==> src/source/uart_bridge_macros.svh <==
// uart bridge constants
`ifndef UART_BRIDGE_MACROS_SVH
`define UART_BRIDGE_MACROS_SVH

// serial bit period in clock cycles
`define UART_BRIDGE_CLKS_PER_BIT 8

// frame start characters and hex digit bounds
`define CHAR_L 8'h4C
`define CHAR_S 8'h53
`define CHAR_0 8'h30
`define CHAR_9 8'h39
`define CHAR_A 8'h41
`define CHAR_F 8'h46

// command codes, low 16 bits of the command word
`define CMD_WRITE 16'h0001
`define CMD_READ 16'h0002

// response status words
`define STATUS_OK 32'h0000_0000
`define STATUS_BAD_CMD 32'h0000_0001
`define STATUS_BUS_ERR 32'h0000_0002

`endif

==> src/source/uart_bridge_pkg.sv <==
// uart bridge shared types
package uart_bridge_pkg;

	// serial character, hex digit, bus word
	typedef logic [7:0] byte_t;
	typedef logic [3:0] nibble_t;
	typedef logic [31:0] word_t;

	// decoded operation
	typedef enum logic [1:0] {op_write, op_read, op_bad} op_t;

	// fsm encodings
	typedef enum logic [2:0] {
		dec_wait_l, dec_command, dec_address, dec_data, dec_hold
	} decode_state_t;
	typedef enum logic [1:0] {bus_idle, bus_cycle, bus_done} bus_state_t;
	typedef enum logic {enc_idle, enc_send} encode_state_t;

	// decoder to executor
	typedef struct packed {
		op_t op;
		word_t address;
		word_t data;
	} bus_request_t;

	// executor to encoder
	typedef struct packed {
		word_t status;
		word_t address;
		word_t data;
	} bus_result_t;

	// wishbone master side
	typedef struct packed {
		logic cyc;
		logic stb;
		logic we;
		word_t adr;
		word_t dat_w;
	} wb_master_t;

	// wishbone slave side
	typedef struct packed {
		logic ack;
		logic err;
		word_t dat_r;
	} wb_slave_t;

endpackage

==> src/source/uart_phy.sv <==
// uart 8n1 phy
`timescale 1ns/1ps
`include "uart_bridge_macros.svh"

module uart_phy (
	input logic clk,
	input logic rst,
	input logic rx,
	output logic tx,
	input logic tx_start,
	input uart_bridge_pkg::byte_t tx_byte,
	output logic tx_busy,
	output logic rx_valid,
	output uart_bridge_pkg::byte_t rx_byte
);
	import uart_bridge_pkg::*;

	localparam int CLKS = `UART_BRIDGE_CLKS_PER_BIT;
	localparam int CNT_W = $clog2(CLKS + 1);

	// rx synchronizer
	logic rx_meta;
	logic rx_sync;
	// receiver state
	logic rx_active;
	logic [CNT_W-1:0] rx_clk_cnt;
	logic [3:0] rx_bit_cnt;
	byte_t rx_shift;
	// transmitter state
	logic [CNT_W-1:0] tx_clk_cnt;
	logic [3:0] tx_bit_cnt;
	logic [9:0] tx_shift;

	always_ff @(posedge clk) begin
		rx_meta <= rx;
		rx_sync <= rx_meta;
	end

	// bit 0 is the start bit, sampled after half a period
	// bits 1-8 data lsb first, bit 9 stop
	always_ff @(posedge clk) begin
		if (rst) begin
			rx_active <= 1'b0;
			rx_valid <= 1'b0;
			rx_clk_cnt <= '0;
			rx_bit_cnt <= '0;
		end else begin
			rx_valid <= 1'b0;
			if (!rx_active) begin
				// falling edge on the line
				if (!rx_sync) begin
					rx_active <= 1'b1;
					rx_clk_cnt <= '0;
					rx_bit_cnt <= '0;
				end
			end else if ((rx_bit_cnt == 4'd0 && rx_clk_cnt == CNT_W'(CLKS / 2 - 1)) ||
					(rx_bit_cnt != 4'd0 && rx_clk_cnt == CNT_W'(CLKS - 1))) begin
				rx_clk_cnt <= '0;
				rx_bit_cnt <= rx_bit_cnt + 4'd1;
				if (rx_bit_cnt == 4'd0) begin
					// glitch, not a real start bit
					if (rx_sync)
						rx_active <= 1'b0;
				end else if (rx_bit_cnt == 4'd9) begin
					rx_active <= 1'b0;
					// bad stop bit just drops the byte
					rx_valid <= rx_sync;
				end else begin
					rx_shift <= {rx_sync, rx_shift[7:1]};
				end
			end else begin
				rx_clk_cnt <= rx_clk_cnt + CNT_W'(1);
			end
		end
	end

	// shift register keeps the byte until the next frame
	assign rx_byte = rx_shift;

	// tx_shift[0] is the bit on the line
	always_ff @(posedge clk) begin
		if (rst) begin
			tx <= 1'b1;
			tx_busy <= 1'b0;
			tx_clk_cnt <= '0;
			tx_bit_cnt <= '0;
			tx_shift <= '1;
		end else if (!tx_busy) begin
			if (tx_start) begin
				tx_shift <= {1'b1, tx_byte, 1'b0};
				tx <= 1'b0;
				tx_busy <= 1'b1;
				tx_clk_cnt <= '0;
				tx_bit_cnt <= '0;
			end
		end else if (tx_clk_cnt == CNT_W'(CLKS - 1)) begin
			tx_clk_cnt <= '0;
			if (tx_bit_cnt == 4'd9) begin
				// end of stop bit
				tx_busy <= 1'b0;
			end else begin
				tx_bit_cnt <= tx_bit_cnt + 4'd1;
				tx_shift <= {1'b1, tx_shift[9:1]};
				tx <= tx_shift[1];
			end
		end else begin
			tx_clk_cnt <= tx_clk_cnt + CNT_W'(1);
		end
	end

	// encoder must wait for the phy
	a_no_start_while_busy: assert property (@(posedge clk) disable iff (rst)
		tx_start |-> !tx_busy);

endmodule

==> src/source/command_decoder.sv <==
// ascii hex command decoder
`timescale 1ns/1ps
`include "uart_bridge_macros.svh"

module command_decoder (
	input logic clk,
	input logic rst,
	input logic rx_valid,
	input uart_bridge_pkg::byte_t rx_byte,
	output uart_bridge_pkg::bus_request_t request,
	output logic request_valid,
	input logic request_ready
);
	import uart_bridge_pkg::*;

	decode_state_t state;
	logic [2:0] nibble_cnt;
	word_t command;
	logic hex_ok;
	logic take;
	nibble_t digit;

	function automatic logic is_hex(input byte_t c);
		return (c >= `CHAR_0 && c <= `CHAR_9) || (c >= `CHAR_A && c <= `CHAR_F);
	endfunction

	function automatic nibble_t to_nibble(input byte_t c);
		byte_t v;
		if (c >= `CHAR_A)
			v = c - `CHAR_A + 8'd10;
		else
			v = c - `CHAR_0;
		return v[3:0];
	endfunction

	assign hex_ok = is_hex(rx_byte);
	assign digit = to_nibble(rx_byte);
	// a valid digit while one of the word fields is being parsed
	assign take = rx_valid && hex_ok &&
		(state == dec_command || state == dec_address || state == dec_data);
	assign request_valid = (state == dec_hold);

	always_ff @(posedge clk) begin
		if (rst) begin
			state <= dec_wait_l;
			nibble_cnt <= '0;
		end else begin
			case (state)
				dec_wait_l: begin
					nibble_cnt <= '0;
					if (rx_valid && rx_byte == `CHAR_L)
						state <= dec_command;
				end
				dec_command, dec_address, dec_data: begin
					if (rx_valid && !hex_ok) begin
						// broken frame, resync on next L
						state <= dec_wait_l;
					end else if (rx_valid) begin
						// counter wraps to 0 after the 8th digit
						nibble_cnt <= nibble_cnt + 3'd1;
						if (nibble_cnt == 3'd7) begin
							if (state == dec_command)
								state <= dec_address;
							else if (state == dec_address)
								state <= dec_data;
							else
								state <= dec_hold;
						end
					end
				end
				// rx characters ignored here
				dec_hold: if (request_ready) state <= dec_wait_l;
				default: state <= dec_wait_l;
			endcase
		end
	end

	// word fields shift in msb first
	always_ff @(posedge clk) begin
		if (take) begin
			case (state)
				dec_command: command <= {command[27:0], digit};
				dec_address: request.address <= {request.address[27:0], digit};
				default: request.data <= {request.data[27:0], digit};
			endcase
		end
		// classify once the last digit arrives
		if (take && state == dec_data && nibble_cnt == 3'd7) begin
			case (command[15:0])
				`CMD_WRITE: request.op <= op_write;
				`CMD_READ: request.op <= op_read;
				default: request.op <= op_bad;
			endcase
		end
	end

endmodule

==> src/source/bus_executor.sv <==
// wishbone classic master
`timescale 1ns/1ps
`include "uart_bridge_macros.svh"

module bus_executor (
	input logic clk,
	input logic rst,
	input uart_bridge_pkg::bus_request_t request,
	input logic request_valid,
	output logic request_ready,
	output uart_bridge_pkg::wb_master_t wb_out,
	input uart_bridge_pkg::wb_slave_t wb_in,
	output uart_bridge_pkg::bus_result_t result,
	output logic result_valid,
	input logic result_ready
);
	import uart_bridge_pkg::*;

	bus_state_t state;
	bus_request_t req_reg;
	logic accept;
	logic bus_end;

	assign request_ready = (state == bus_idle);
	assign result_valid = (state == bus_done);
	assign accept = request_valid && request_ready;
	// first edge with ack or err closes the cycle
	assign bus_end = (state == bus_cycle) && (wb_in.ack || wb_in.err);

	always_comb begin
		wb_out.cyc = (state == bus_cycle);
		wb_out.stb = (state == bus_cycle);
		wb_out.we = (req_reg.op == op_write);
		wb_out.adr = req_reg.address;
		wb_out.dat_w = req_reg.data;
	end

	always_ff @(posedge clk) begin
		if (rst) begin
			state <= bus_idle;
		end else begin
			case (state)
				// bad command never touches the bus
				bus_idle: if (accept) state <= (request.op == op_bad) ? bus_done : bus_cycle;
				bus_cycle: if (bus_end) state <= bus_done;
				// hold result until encoder takes it
				bus_done: if (result_ready) state <= bus_idle;
				default: state <= bus_idle;
			endcase
		end
	end

	// status preset for bad command, replaced when the bus answers
	always_ff @(posedge clk) begin
		if (accept) begin
			req_reg <= request;
			result.status <= `STATUS_BAD_CMD;
			result.address <= request.address;
			result.data <= request.data;
		end else if (bus_end) begin
			result.status <= wb_in.ack ? `STATUS_OK : `STATUS_BUS_ERR;
			if (wb_in.ack && req_reg.op == op_read)
				result.data <= wb_in.dat_r;
		end
	end

	// slave answers only inside an open cycle
	a_answer_in_cycle: assert property (@(posedge clk) disable iff (rst)
		(wb_in.ack || wb_in.err) |-> wb_out.stb);
	a_adr_stable: assert property (@(posedge clk) disable iff (rst)
		wb_out.stb |=> !wb_out.stb || $stable(wb_out.adr));

endmodule

==> src/source/response_encoder.sv <==
// ascii hex response encoder
`timescale 1ns/1ps
`include "uart_bridge_macros.svh"

module response_encoder (
	input logic clk,
	input logic rst,
	input uart_bridge_pkg::bus_result_t result,
	input logic result_valid,
	output logic result_ready,
	output logic tx_start,
	output uart_bridge_pkg::byte_t tx_byte,
	input logic tx_busy
);
	import uart_bridge_pkg::*;

	encode_state_t state;
	logic wait_flag;
	logic send_slot;
	logic accept;
	logic emit;
	logic [4:0] nibble_cnt;
	word_t out_status;
	word_t out_address;
	word_t out_data;

	function automatic byte_t hex_char(input nibble_t nib);
		if (nib < 4'd10)
			return `CHAR_0 + {4'h0, nib};
		else
			return `CHAR_A + {4'h0, nib} - 8'd10;
	endfunction

	// phy free and no start still in flight
	assign send_slot = !wait_flag && !tx_busy;
	assign result_ready = (state == enc_idle) && send_slot;
	assign accept = result_valid && result_ready;
	assign emit = (state == enc_send) && send_slot;

	always_ff @(posedge clk) begin
		if (rst) begin
			state <= enc_idle;
			wait_flag <= 1'b0;
			tx_start <= 1'b0;
			nibble_cnt <= '0;
		end else begin
			tx_start <= 1'b0;
			// phy has picked up the byte
			if (tx_busy)
				wait_flag <= 1'b0;
			if (accept) begin
				state <= enc_send;
				nibble_cnt <= '0;
				tx_start <= 1'b1;
				wait_flag <= 1'b1;
			end else if (emit) begin
				tx_start <= 1'b1;
				wait_flag <= 1'b1;
				nibble_cnt <= nibble_cnt + 5'd1;
				// 24th nibble, frame complete
				if (nibble_cnt == 5'd23)
					state <= enc_idle;
			end
		end
	end

	// S first, then status, address, data top nibble first
	always_ff @(posedge clk) begin
		if (accept) begin
			tx_byte <= `CHAR_S;
			{out_status, out_address, out_data} <= {result.status, result.address, result.data};
		end else if (emit) begin
			tx_byte <= hex_char(out_status[31:28]);
			{out_status, out_address, out_data} <= {out_status[27:0], out_address, out_data, 4'h0};
		end
	end

endmodule

==> src/source/uart_bridge.sv <==
// uart to wishbone bridge top
`timescale 1ns/1ps

module uart_bridge (
	input logic clk,
	input logic rst,
	input logic rx,
	output logic tx,
	output uart_bridge_pkg::wb_master_t wb_out,
	input uart_bridge_pkg::wb_slave_t wb_in
);
	import uart_bridge_pkg::*;

	// phy byte streams
	logic rx_valid;
	byte_t rx_byte;
	logic tx_start;
	byte_t tx_byte;
	logic tx_busy;
	// request channel
	bus_request_t request;
	logic request_valid;
	logic request_ready;
	// result channel
	bus_result_t result;
	logic result_valid;
	logic result_ready;

	uart_phy uart_phy_inst (
		.clk(clk), .rst(rst), .rx(rx), .tx(tx),
		.tx_start(tx_start), .tx_byte(tx_byte), .tx_busy(tx_busy),
		.rx_valid(rx_valid), .rx_byte(rx_byte)
	);

	command_decoder command_decoder_inst (
		.clk(clk), .rst(rst), .rx_valid(rx_valid), .rx_byte(rx_byte),
		.request(request), .request_valid(request_valid), .request_ready(request_ready)
	);

	bus_executor bus_executor_inst (
		.clk(clk), .rst(rst), .request(request), .request_valid(request_valid),
		.request_ready(request_ready), .wb_out(wb_out), .wb_in(wb_in),
		.result(result), .result_valid(result_valid), .result_ready(result_ready)
	);

	response_encoder response_encoder_inst (
		.clk(clk), .rst(rst), .result(result), .result_valid(result_valid),
		.result_ready(result_ready), .tx_start(tx_start), .tx_byte(tx_byte),
		.tx_busy(tx_busy)
	);

endmodule

==> config.mk <==
export PLATFORM = sky130hd
export DESIGN_NAME = uart_bridge
export DESIGN_NICKNAME = d
export VERILOG_FILES = /design/src/source/uart_bridge_pkg.sv /design/src/source/uart_phy.sv /design/src/source/command_decoder.sv /design/src/source/bus_executor.sv /design/src/source/response_encoder.sv /design/src/source/uart_bridge.sv
export VERILOG_INCLUDE_DIRS = /design/src /design/src/source
export SDC_FILE = /design/constraint.sdc
export NUM_CORES = 1
export LEC_CHECK = 0
export BUFFER_PORTS_ARGS = -buffer_cell sky130_fd_sc_hd__buf_4
export CORE_ASPECT_RATIO = 1.5
export CORE_UTILIZATION = 40
export CTS_BUF_LIST = sky130_fd_sc_hd__clkbuf_8
export DETAILED_ROUTE_END_ITERATION = 8
export PLACE_DENSITY = 0.61
export SYNTH_ARGS = -nofsm -noshare
export SYNTH_HDL_FRONTEND = slang
export SYNTH_SLANG_ARGS = --single-unit
==> constraint.sdc <==
create_clock -name clk -period 5.2 [get_ports clk]
set_clock_uncertainty 0.1 [all_clocks]
set_input_delay 1.04 -clock clk [delete_from_list [all_inputs] [get_ports clk]]
set_output_delay 1.04 -clock clk [all_outputs]
set_load 0.005 [all_outputs]
; After elaboration in Yosys (flattened, before gate mapping)
; Cells that the tools add are included.
[totals]
memories = 0
mem_bits_ro = 0
wordCells = 204
ff_bits = 372
latchBits = 0
inputBits = 37
ram_bits = 0
out_inout_bits = 68
[op_classes]
n_eq_ne = 31
n_mux = 65
n_reduce_logical = 52
bitwise_logic = 7
addsub = 12
n_div = 0
magnitude_cmp = 5
n_shift = 0
mul = 0
[ops]
columns = op, count
row1 = two-way mux 32 bit, 9
row2 = two-way mux 4 bit, 12
row3 = two-way mux 10 bit, 4
row4 = two-way mux 3 bit, 9
row5 = two-way mux 1 bit, 21
row6 = "inequality test 2 bit, second input constant", 9
row7 = logical AND 1 bit, 17
row8 = "adder 4 x 1 -> 4 bit, second input constant", 4
row9 = "equality test 16 x 1 -> 1 bit, second input constant", 1
row10 = "equality test 16 x 2 -> 1 bit, second input constant", 1
row11 = AND reduction 2 bit, 6
row12 = nonzero test 2 bit, 6
row13 = two-way mux 2 bit, 5
row14 = case mux 3 bit (3 select lines), 1
row15 = AND reduction 3 bit, 3
row16 = "adder 7 x 4 -> 8 bit, first input constant", 1
row17 = "equality test 4 x 3 -> 1 bit, second input constant", 2
row18 = "equality test 4 bit, second input constant", 2
row19 = "equality test 8 x 7 -> 1 bit, second input constant", 1
row20 = "greater-or-equal comparator 8 x 6 -> 1 bit, second input constant", 1
row21 = "greater-or-equal comparator 8 x 7 -> 1 bit, second input constant", 1
row22 = "<= comparator 8 x 6 -> 1 bit, second input constant", 1
row23 = "<= comparator 8 x 7 -> 1 bit, second input constant", 1
row24 = two-way mux 8 bit, 1
row25 = 33 further kinds, 53

; Depth between registers and ports, before layout
; Gate-level depths: netlist of run 1.
[logic_depth]
ltp_word = 7
ltp_mapped = 9

; Modules after synthesis
; Synthesis of run 1 repeated with hierarchy kept, for this count alone.
[hier_totals]
cells_unflattened = 1106
hier_area_um2 = 14134.8
[by_module_without_submodules]
columns = module, area_each_um2, cells_per_inst, n_inst
row1 = response_encoder, 4758.3, 474, 1
row2 = bus_executor, 4493.1, 285, 1
row3 = command_decoder, 3126.7, 164, 1
row4 = uart_phy, 1756.7, 183, 1

; Least setup slack after synthesis of run 1
; No wires, ideal clock.
[synth_timing]
path_kind = register to register
from = register uart_phy_inst.rx_shift[0], in the netlist uart_phy_inst.rx_byte[0]
to = register, netlist name command_decoder_inst.request[32]
arrival_ns = 3.858
synth_period_minus_slack_ns = 4.426
required_ns = 4.632
n_path_buf = 1
stages_incl_launch_ff = 8
path_slack_ns = 0.774
cell_sequence = edfxtp_1 > inv_1 > ha_1 > o21bai_4 > a2111oi_4 > o21ai_2 > buf_6 > nor3b_1
[synth_via]
elab_chain_cells = 6
[synth_lines]
columns = item, line
row1 = from (decl), uart_phy.sv:28  ; byte_t rx_shift;
row2 = from (signal assigned), uart_phy.sv:69  ; rx_shift <= {rx_sync, rx_shift[7:1]};
row3 = "greater-or-equal comparator 8 x 6 -> 1 bit (no source line), or another cell as far along", --
row4 = logical AND 1 bit (no source line), --
row5 = logical OR 1 bit (*), command_decoder.sv:24  ; return (c >= `CHAR_0 && c <= `CHAR_9) || (c >= `CHAR_A && c <= `CHAR_F);
row6 = logical AND 1 bit (*) (2 in a row), command_decoder.sv:39  ; assign take = rx_valid && hex_ok &&
row7 = AND reduction 2 bit (no source line) (*), --
; Mark *: on every way between the ends. The rest lies on a longest branch, timed or not.
; A chain may end at the register's enable or synchronous reset.

; Worst setup path in the final report of run 1
[layout_timing]
from = register uart_phy_inst.rx_shift[0], in the netlist uart_phy_inst.rx_byte[0]
to = register command_decoder_inst.command[13] (enable)
[layout_via]
elab_chain_cells = 6
[layout_lines]
columns = item, line
row1 = "greater-or-equal comparator 8 x 6 -> 1 bit (no source line), or another cell as far along", --
row2 = logical AND 1 bit (no source line), --
row3 = logical OR 1 bit (*), command_decoder.sv:24
row4 = logical AND 1 bit (*) (2 in a row), command_decoder.sv:39
row5 = AND reduction 2 bit (no source line) (*), --
row6 = to (signal assigned), command_decoder.sv:82  ; dec_command: command <= {command[27:0], digit};
row7 = to (decl), command_decoder.sv:18  ; word_t command;
; Marks and branches as above.

==> metrics, run 1 <==
die boundary width=151.1 um; Pins Over Slew Limit=0; Net Count, Synth=1093; port buffer count=about 100; Starting Density=40.76%; peak fanout along the critical path=16; 1st-iter DRT viols=between 300 and 400; pin count of the biggest net entering global routing=99; estimated wirelength of the detail-placed design=14540 um; total grt overflow=0; #FFs+latches synth=339; Yosys warnings=0; via count=7434; # fillers=2996; status=finished clean; initial antenna violation count=0; Fin. Hold Viols=0; Post-CTS Hold Buffers=0; DR vias/cell=4.787; final wirelength=23830 um; floorplan row count=81; total CTS buffers=a little over 50; Die Ht=225.7 um; CTS tree=built; max_slew headroom=a little over a fifth; number of global-route vias before repair=7430; Synth-to-Final Area Change=12.10%; Clock Path Buffers=3; crit path launch type=flop; RSZ-0062 raised after global routing=no; Reg clk slew, reported paths=0.06 ns; GP Congestion=0.7679; antenna-violating nets left=0; drt first pass iters=4; Core Region=32740 um2; leading registers by flop count=bus_executor_inst.result x66, command_decoder_inst.request x66; # resized after CTS=0; count leader, synth=nand2_1; crit path DAT=3.09 ns; count of mapped cells out of synthesis=1041; pwr/cell area=330.2 nW/um2; ranking of synthesized cells by area=edfxtp_1 (64%), nand2_1 (9.0%), dfxtp_1 (8.3%); wire per inst=15.34 um; Synth Flop Type=edfxtp_1; FF/Latch Area=9629 um2; worst path required time=5.29 ns; post-layout min period=2.994 ns; worst skew pair latency=0.58 ns; # Max-Cap Violations=0; global-route wire length before repair=37910 um; share of layout cells above drive strength 1=16.53%; fmax=approximately 330 MHz; # H-tree levels=2; LEAKAGE=0.005515 uW; GRT Util Overall=~14%; measured slew at the worst slew-check pin=approximately 1.2 ns; Hold Crit Class=reg -> reg; list of most frequent post-synthesis cells=nand2_1 (319), edfxtp_1 (284), buf_4 (65), dfxtp_1 (55); Die Area=around 34000 um2; asr flop ratio synth=0%; # DRC=0; mapped cell area=13340 um2; leading area contributor after synthesis=edfxtp_1; Yosys cell types=62; Yosys top cell area share=63.91%; clk sinks=339; EDFF count, synth=284; fin util=45.69%; CTS Root Cell=clkbuf_8; sequential-to-total area share from yosys stat=72.16%; area of the multi-input gates=3019 um2; setup_tns=0 ns; Ports=105; Final Setup Violations=0; Mean Syn Cell Area=12.82 um2; period utilisation layout=57.58%; NumNets Final=1149; kind of critical path=reg -> reg; CP endpoint kind=flop; Peak VDD IR=approximately 0.16 mV; Post-CTS Setup Inserts=0
## logic make-up (layout without fill, tap and decap cells)
logic type | after synthesis | after routing | share of synthesized area, %
mux | 10 | 10 | 0.7501
buf+inv | 121 | 217 | 5.354
other cells | 0 | 1 | 0
fa+ha+maj | 15 | 15 | 1.406
simple gates | 472 | 472 | 15.82
flops | 339 | 339 | 72.16
compound gates | 73 | 73 | 3.788
xor+xnor | 11 | 11 | 0.7220
## layout make-up
type | instances | area share, %
Timing Repair Buffer | 112 | 5.621
Multi-Input combinational cell | 581 | 20.18
Tap cell | 415 | 3.471
Clock inverter | 40 | 1.138
Clock buffer | 53 | 4.877
Inverter | 12 | 0.3179
Sequential cell | 339 | 64.37
Antenna cell | 1 | 0.01673
## worst max-delay path, stage by stage (launching register included)
cell       delay [ns]
edfxtp_1         0.44
inv_1            0.15
ha_1             0.22
o21bai_4         0.09
a2111oi_4        0.42
o21ai_2          0.22
nor3b_2          0.96
## placed cells by master (no fill, tap or decap), types with 2 or more instances in the layout
cell / n
nand2_1: 318
edfxtp_1: 284
buf_4: 112
dfxtp_1: 55
clkbuf_8: 53
and2_1: 35
inv_1: 33
nor2_1: 25
a21oi_1: 25
nand2b_1: 16
nor3_1: 15
ha_1: 15
o21ai_0: 14
nand3_1: 14
clkinv_1: 11
mux2i_1: 10
nor2b_1: 8
xnor2_1: 7
nor3b_1: 6
nand3b_1: 6
xor2_1: 4
nand4_1: 4
nand4b_1: 4
a21o_1: 4
clkinv_2: 4
or3_1: 3
or4_1: 2
nor4_1: 2
and4b_1: 2
nor3b_2: 2
o21a_1: 2
o211ai_1: 2
a31oi_1: 2
o31ai_1: 2
a311oi_1: 2
a211oi_1: 2
or3b_2: 2
clkinvlp_4: 2
## path summary, 6_finish.rpt
path                       startpoint                          endpoint  slack, ns  cells past startpoint
max          uart_phy_inst.rx_byte[0]  command_decoder_inst.command[13]       2.21                      6
min             uart_phy_inst.rx_meta             uart_phy_inst.rx_sync       0.23                      0
max reg2reg  uart_phy_inst.rx_byte[0]  command_decoder_inst.command[13]       2.21                      6
min reg2reg     uart_phy_inst.rx_meta             uart_phy_inst.rx_sync       0.23                      0
## through the flow
step / total power, uW / area [um2] / cells / setup WS (ns) / hold WS (ns)
detailed placement: 3070 / 14060 / 1459 / 2.139 / 0.2175
finish: 4939 / 14960 / 1553 / 2.206 / 0.2278
global route: 5127 / 14960 / 1552 / 1.962 / 0.2463
floorplan: 3032 / 13340 / 1041 / 0.7741 / 0.2096
CTS: 5013 / 14960 / 1552 / 2.134 / 0.2309
global placement: 3069 / 14060 / 1459 / 2.242 / 0.2108
## power by group
part | leakage (uW) | total (uW) | internal [uW] | switching, uW
clock | 0.000537 | 1930 | 946 | 982
sequential | 0.00299 | 2930 | 2920 | 14.4
combinational | 0.00199 | 75.6 | 41.4 | 34.2
## per-layer routing
metal,GRT usage [%],vias up,share of wire [%]
li1,-,3672,-
met1,17.12,3593,42
met2,25.10,129,51
met3,2.909,40,4.1
met4,5.645,0,2.2
met5,0,-,0
Power figures use the tool's default switching activity.
==> inputs of run 2 (changes only) <==
==> constraint.sdc (replaced) <==
create_clock -name clk -period 2.8 [get_ports clk]
set_clock_uncertainty 0.1 [all_clocks]
set_input_delay 0.56 -clock clk [delete_from_list [all_inputs] [get_ports clk]]
set_output_delay 0.56 -clock clk [all_outputs]
set_load 0.005 [all_outputs]
==> run 2 against run 1 <==
  * Global-route usage is 0.38 points higher
  * Cell count is 0.71% higher
  * Non-clock buffer count grew 12
  * Worst setup slack lost 1.9 ns
  * Die area stayed put
  * Clock power rose by 91%
  * Critical path depth unchanged
  * Maximum frequency is 19% higher
  * First-iteration DRC count grew 9.8%
  * Sequential cell count unchanged
  * Routed wire length up 1.5%
  * Highest routed layer is now met5
==> metrics, run 2 (synthesized netlist as in run 1, its figures left out) <==
status=finished clean; commonest non-fill, non-tap cell in the layout=nand2_1; Starting Density=40.76% (unchanged); clk sinks=339 (unchanged); final worst setup slack=0.2842 ns (-1.921 ns); share of layout cells above drive strength 1=18.21% (+1.7 points); worst reg2reg path depth=6 (unchanged); Reg clk slew, reported paths=0.06 ns (about the same); NumNets Final=1159 (+0.87%); post-layout min period=2.516 ns (-0.4785 ns); drt first pass iters=5 (+1); global-route wire length before repair=38670 um (+2.0%); period utilisation layout=89.85% (+32 points); worst skew pair latency=0.59 ns (about the same); wire per inst=15.46 um (+0.78%); Finished Layout Cells=1564 (+0.71%); fmax=397.5 MHz (+19%); hold path start=wb_in[33]; max_slew headroom=36.84% (+15 points); placed instance count=1470 (+0.75%); via count=7490 (+0.75%); port buffer count=104 (unchanged); commonest non-fill, non-tap cells in the layout=nand2_1 (318), edfxtp_1 (284), buf_4 (116), dfxtp_1 (55), clkbuf_8 (51); floorplan row count=81 (unchanged); Peak VDD IR=0.3338 mV (+110%); measured slew at the worst slew-check pin=0.9475 ns (-0.2242 ns); Fin. Hold Viols=0 (unchanged); # DRC=0 (unchanged); Pins Over Slew Limit=0 (unchanged); antenna-violating nets left=0 (unchanged); RSZ-0062 raised after global routing=no; Die Ht=225.7 um (unchanged); setup_tns=0 ns (unchanged); Clock Path Buffers=3 (unchanged); total CTS buffers=49 (-3.9%); kind of critical path=reg -> reg; # Max-Cap Violations=0 (unchanged); worst path required time=2.91 ns (-2.38 ns); FF/Latch Area=9629 um2 (unchanged); LEAKAGE=0.005579 uW (+1.2%); 1st-iter DRT viols=391 (+9.8%); Final Setup Violations=0 (unchanged); die boundary width=151.1 um (unchanged); area of the multi-input gates=3037 um2 (+0.58%); crit path launch type=flop; Ports=105 (unchanged); pwr/cell area=611.1 nW/um2 (+85%); WHS Path Cells=2 (+2); GRT Util Overall=14.74% (+0.38 points); GP Congestion=0.7666 (-0.17%); total grt overflow=0 (unchanged); Synth-to-Final Area Change=13.72%; fin util=46.36% (+0.66 points); CP endpoint kind=flop; final wirelength=24180 um (+1.5%); peak fanout along the critical path=16 (unchanged); CTS tree=built; estimated wirelength of the detail-placed design=15130 um (+4.0%); leading registers by flop count=bus_executor_inst.result x66, command_decoder_inst.request x66; pre-CTS setup slack=-0.03948 ns (-2.179 ns); number of global-route vias before repair=7644 (+2.9%); pin count of the biggest net entering global routing=99 (unchanged); FF-to-FF End=command_decoder_inst.command[14]; # H-tree levels=2 (unchanged); Core Region=32740 um2 (unchanged); Worst R2R Setup Slack=0.28 ns (-1.92 ns); Die Area=34110 um2 (unchanged); Power Total=9274 uW (+88%); # fillers=2946 (-1.7%); crit path DAT=2.62 ns (-0.47 ns); Hold EP=bus_executor_inst.result[65]; initial antenna violation count=2 (+2); DR vias/cell=4.789 (about the same); reg2reg start=uart_phy_inst.rx_byte[1]; Hold Crit Class=in -> reg; CTS Root Cell=clkbuf_8
-- run 2: cell count changes in the layout (fill, tap and decap cells not counted), sizes merged --
cell / previous run / this run
buf: 112 / 123
clkinvlp: 2 / 1
bufinv: 0 / 1
dlygate4sd3: 0 / 1
inv: 35 / 24
clkinv: 15 / 27
clkbuf: 53 / 51
-- run 2: worst max path at each step --
stage,from,end,slack [ns],cells after the start
after detailed placement,uart_phy_inst.rx_byte[1],command_decoder_inst.command[12],-0.04,6
after global placement,uart_phy_inst.rx_byte[1],command_decoder_inst.command[13],0.12,6
after global routing,uart_phy_inst.rx_byte[1],command_decoder_inst.command[2],0.15,6
final,uart_phy_inst.rx_byte[1],command_decoder_inst.command[14],0.28,6
after CTS,uart_phy_inst.rx_byte[1],command_decoder_inst.command[6],0.25,6
after floorplan,uart_phy_inst.tx_busy,response_encoder_inst.out_address[0],0.001,6
-- run 2: cell type report --
cell class / instances / area share, %
clock inverters: 41 / 1.426
inverters: 12 / 0.3133
well taps: 415 / 3.422
clock buffers: 51 / 4.626
repair buffers: 124 / 6.728
multi-input cells: 581 / 20.01
flip-flops and latches: 339 / 63.46
diodes: 1 / 0.01649
-- run 2: through the flow --
step / hold slack (ns) / area (um2)
floorplan: 0.2096 / 13370
global placement: 0.2146 / 14240
detailed placement: 0.2128 / 14240
CTS: 0.07117 / 15170
global route: 0.07521 / 15170
finish: 0.1116 / 15170
-- run 2: power breakdown --
group	internal, uW	switching, uW
registers	5420	28.7
clock network	1810	1870
logic	78.7	64.0
total	7310	1970
-- run 2: what timing repair did --
action / in CTS / in global routing
hold endpoints to repair: 1 / 0
endpoints found under the setup margin: 16 / 0
setup buffers: 0 / 0
resized for setup: 1 / 0
hold buffers: 1 / 0
-- run 2: per-layer routing --
metal / track usage, % / routed length [um]
met4: 6.194 / 664
met1: 17.20 / 9922
met5: 0 / 14
met3: 3.091 / 1162
met2: 25.91 / 12420
-- run 2: critical path, stage by stage, from the launching register on --
cell,delay [ns]
edfxtp_1,0.43
inv_1,0.15
ha_2,0.23
o21bai_4,0.08
a2111oi_4,0.36
o21ai_2,0.15
nor3b_4,0.64
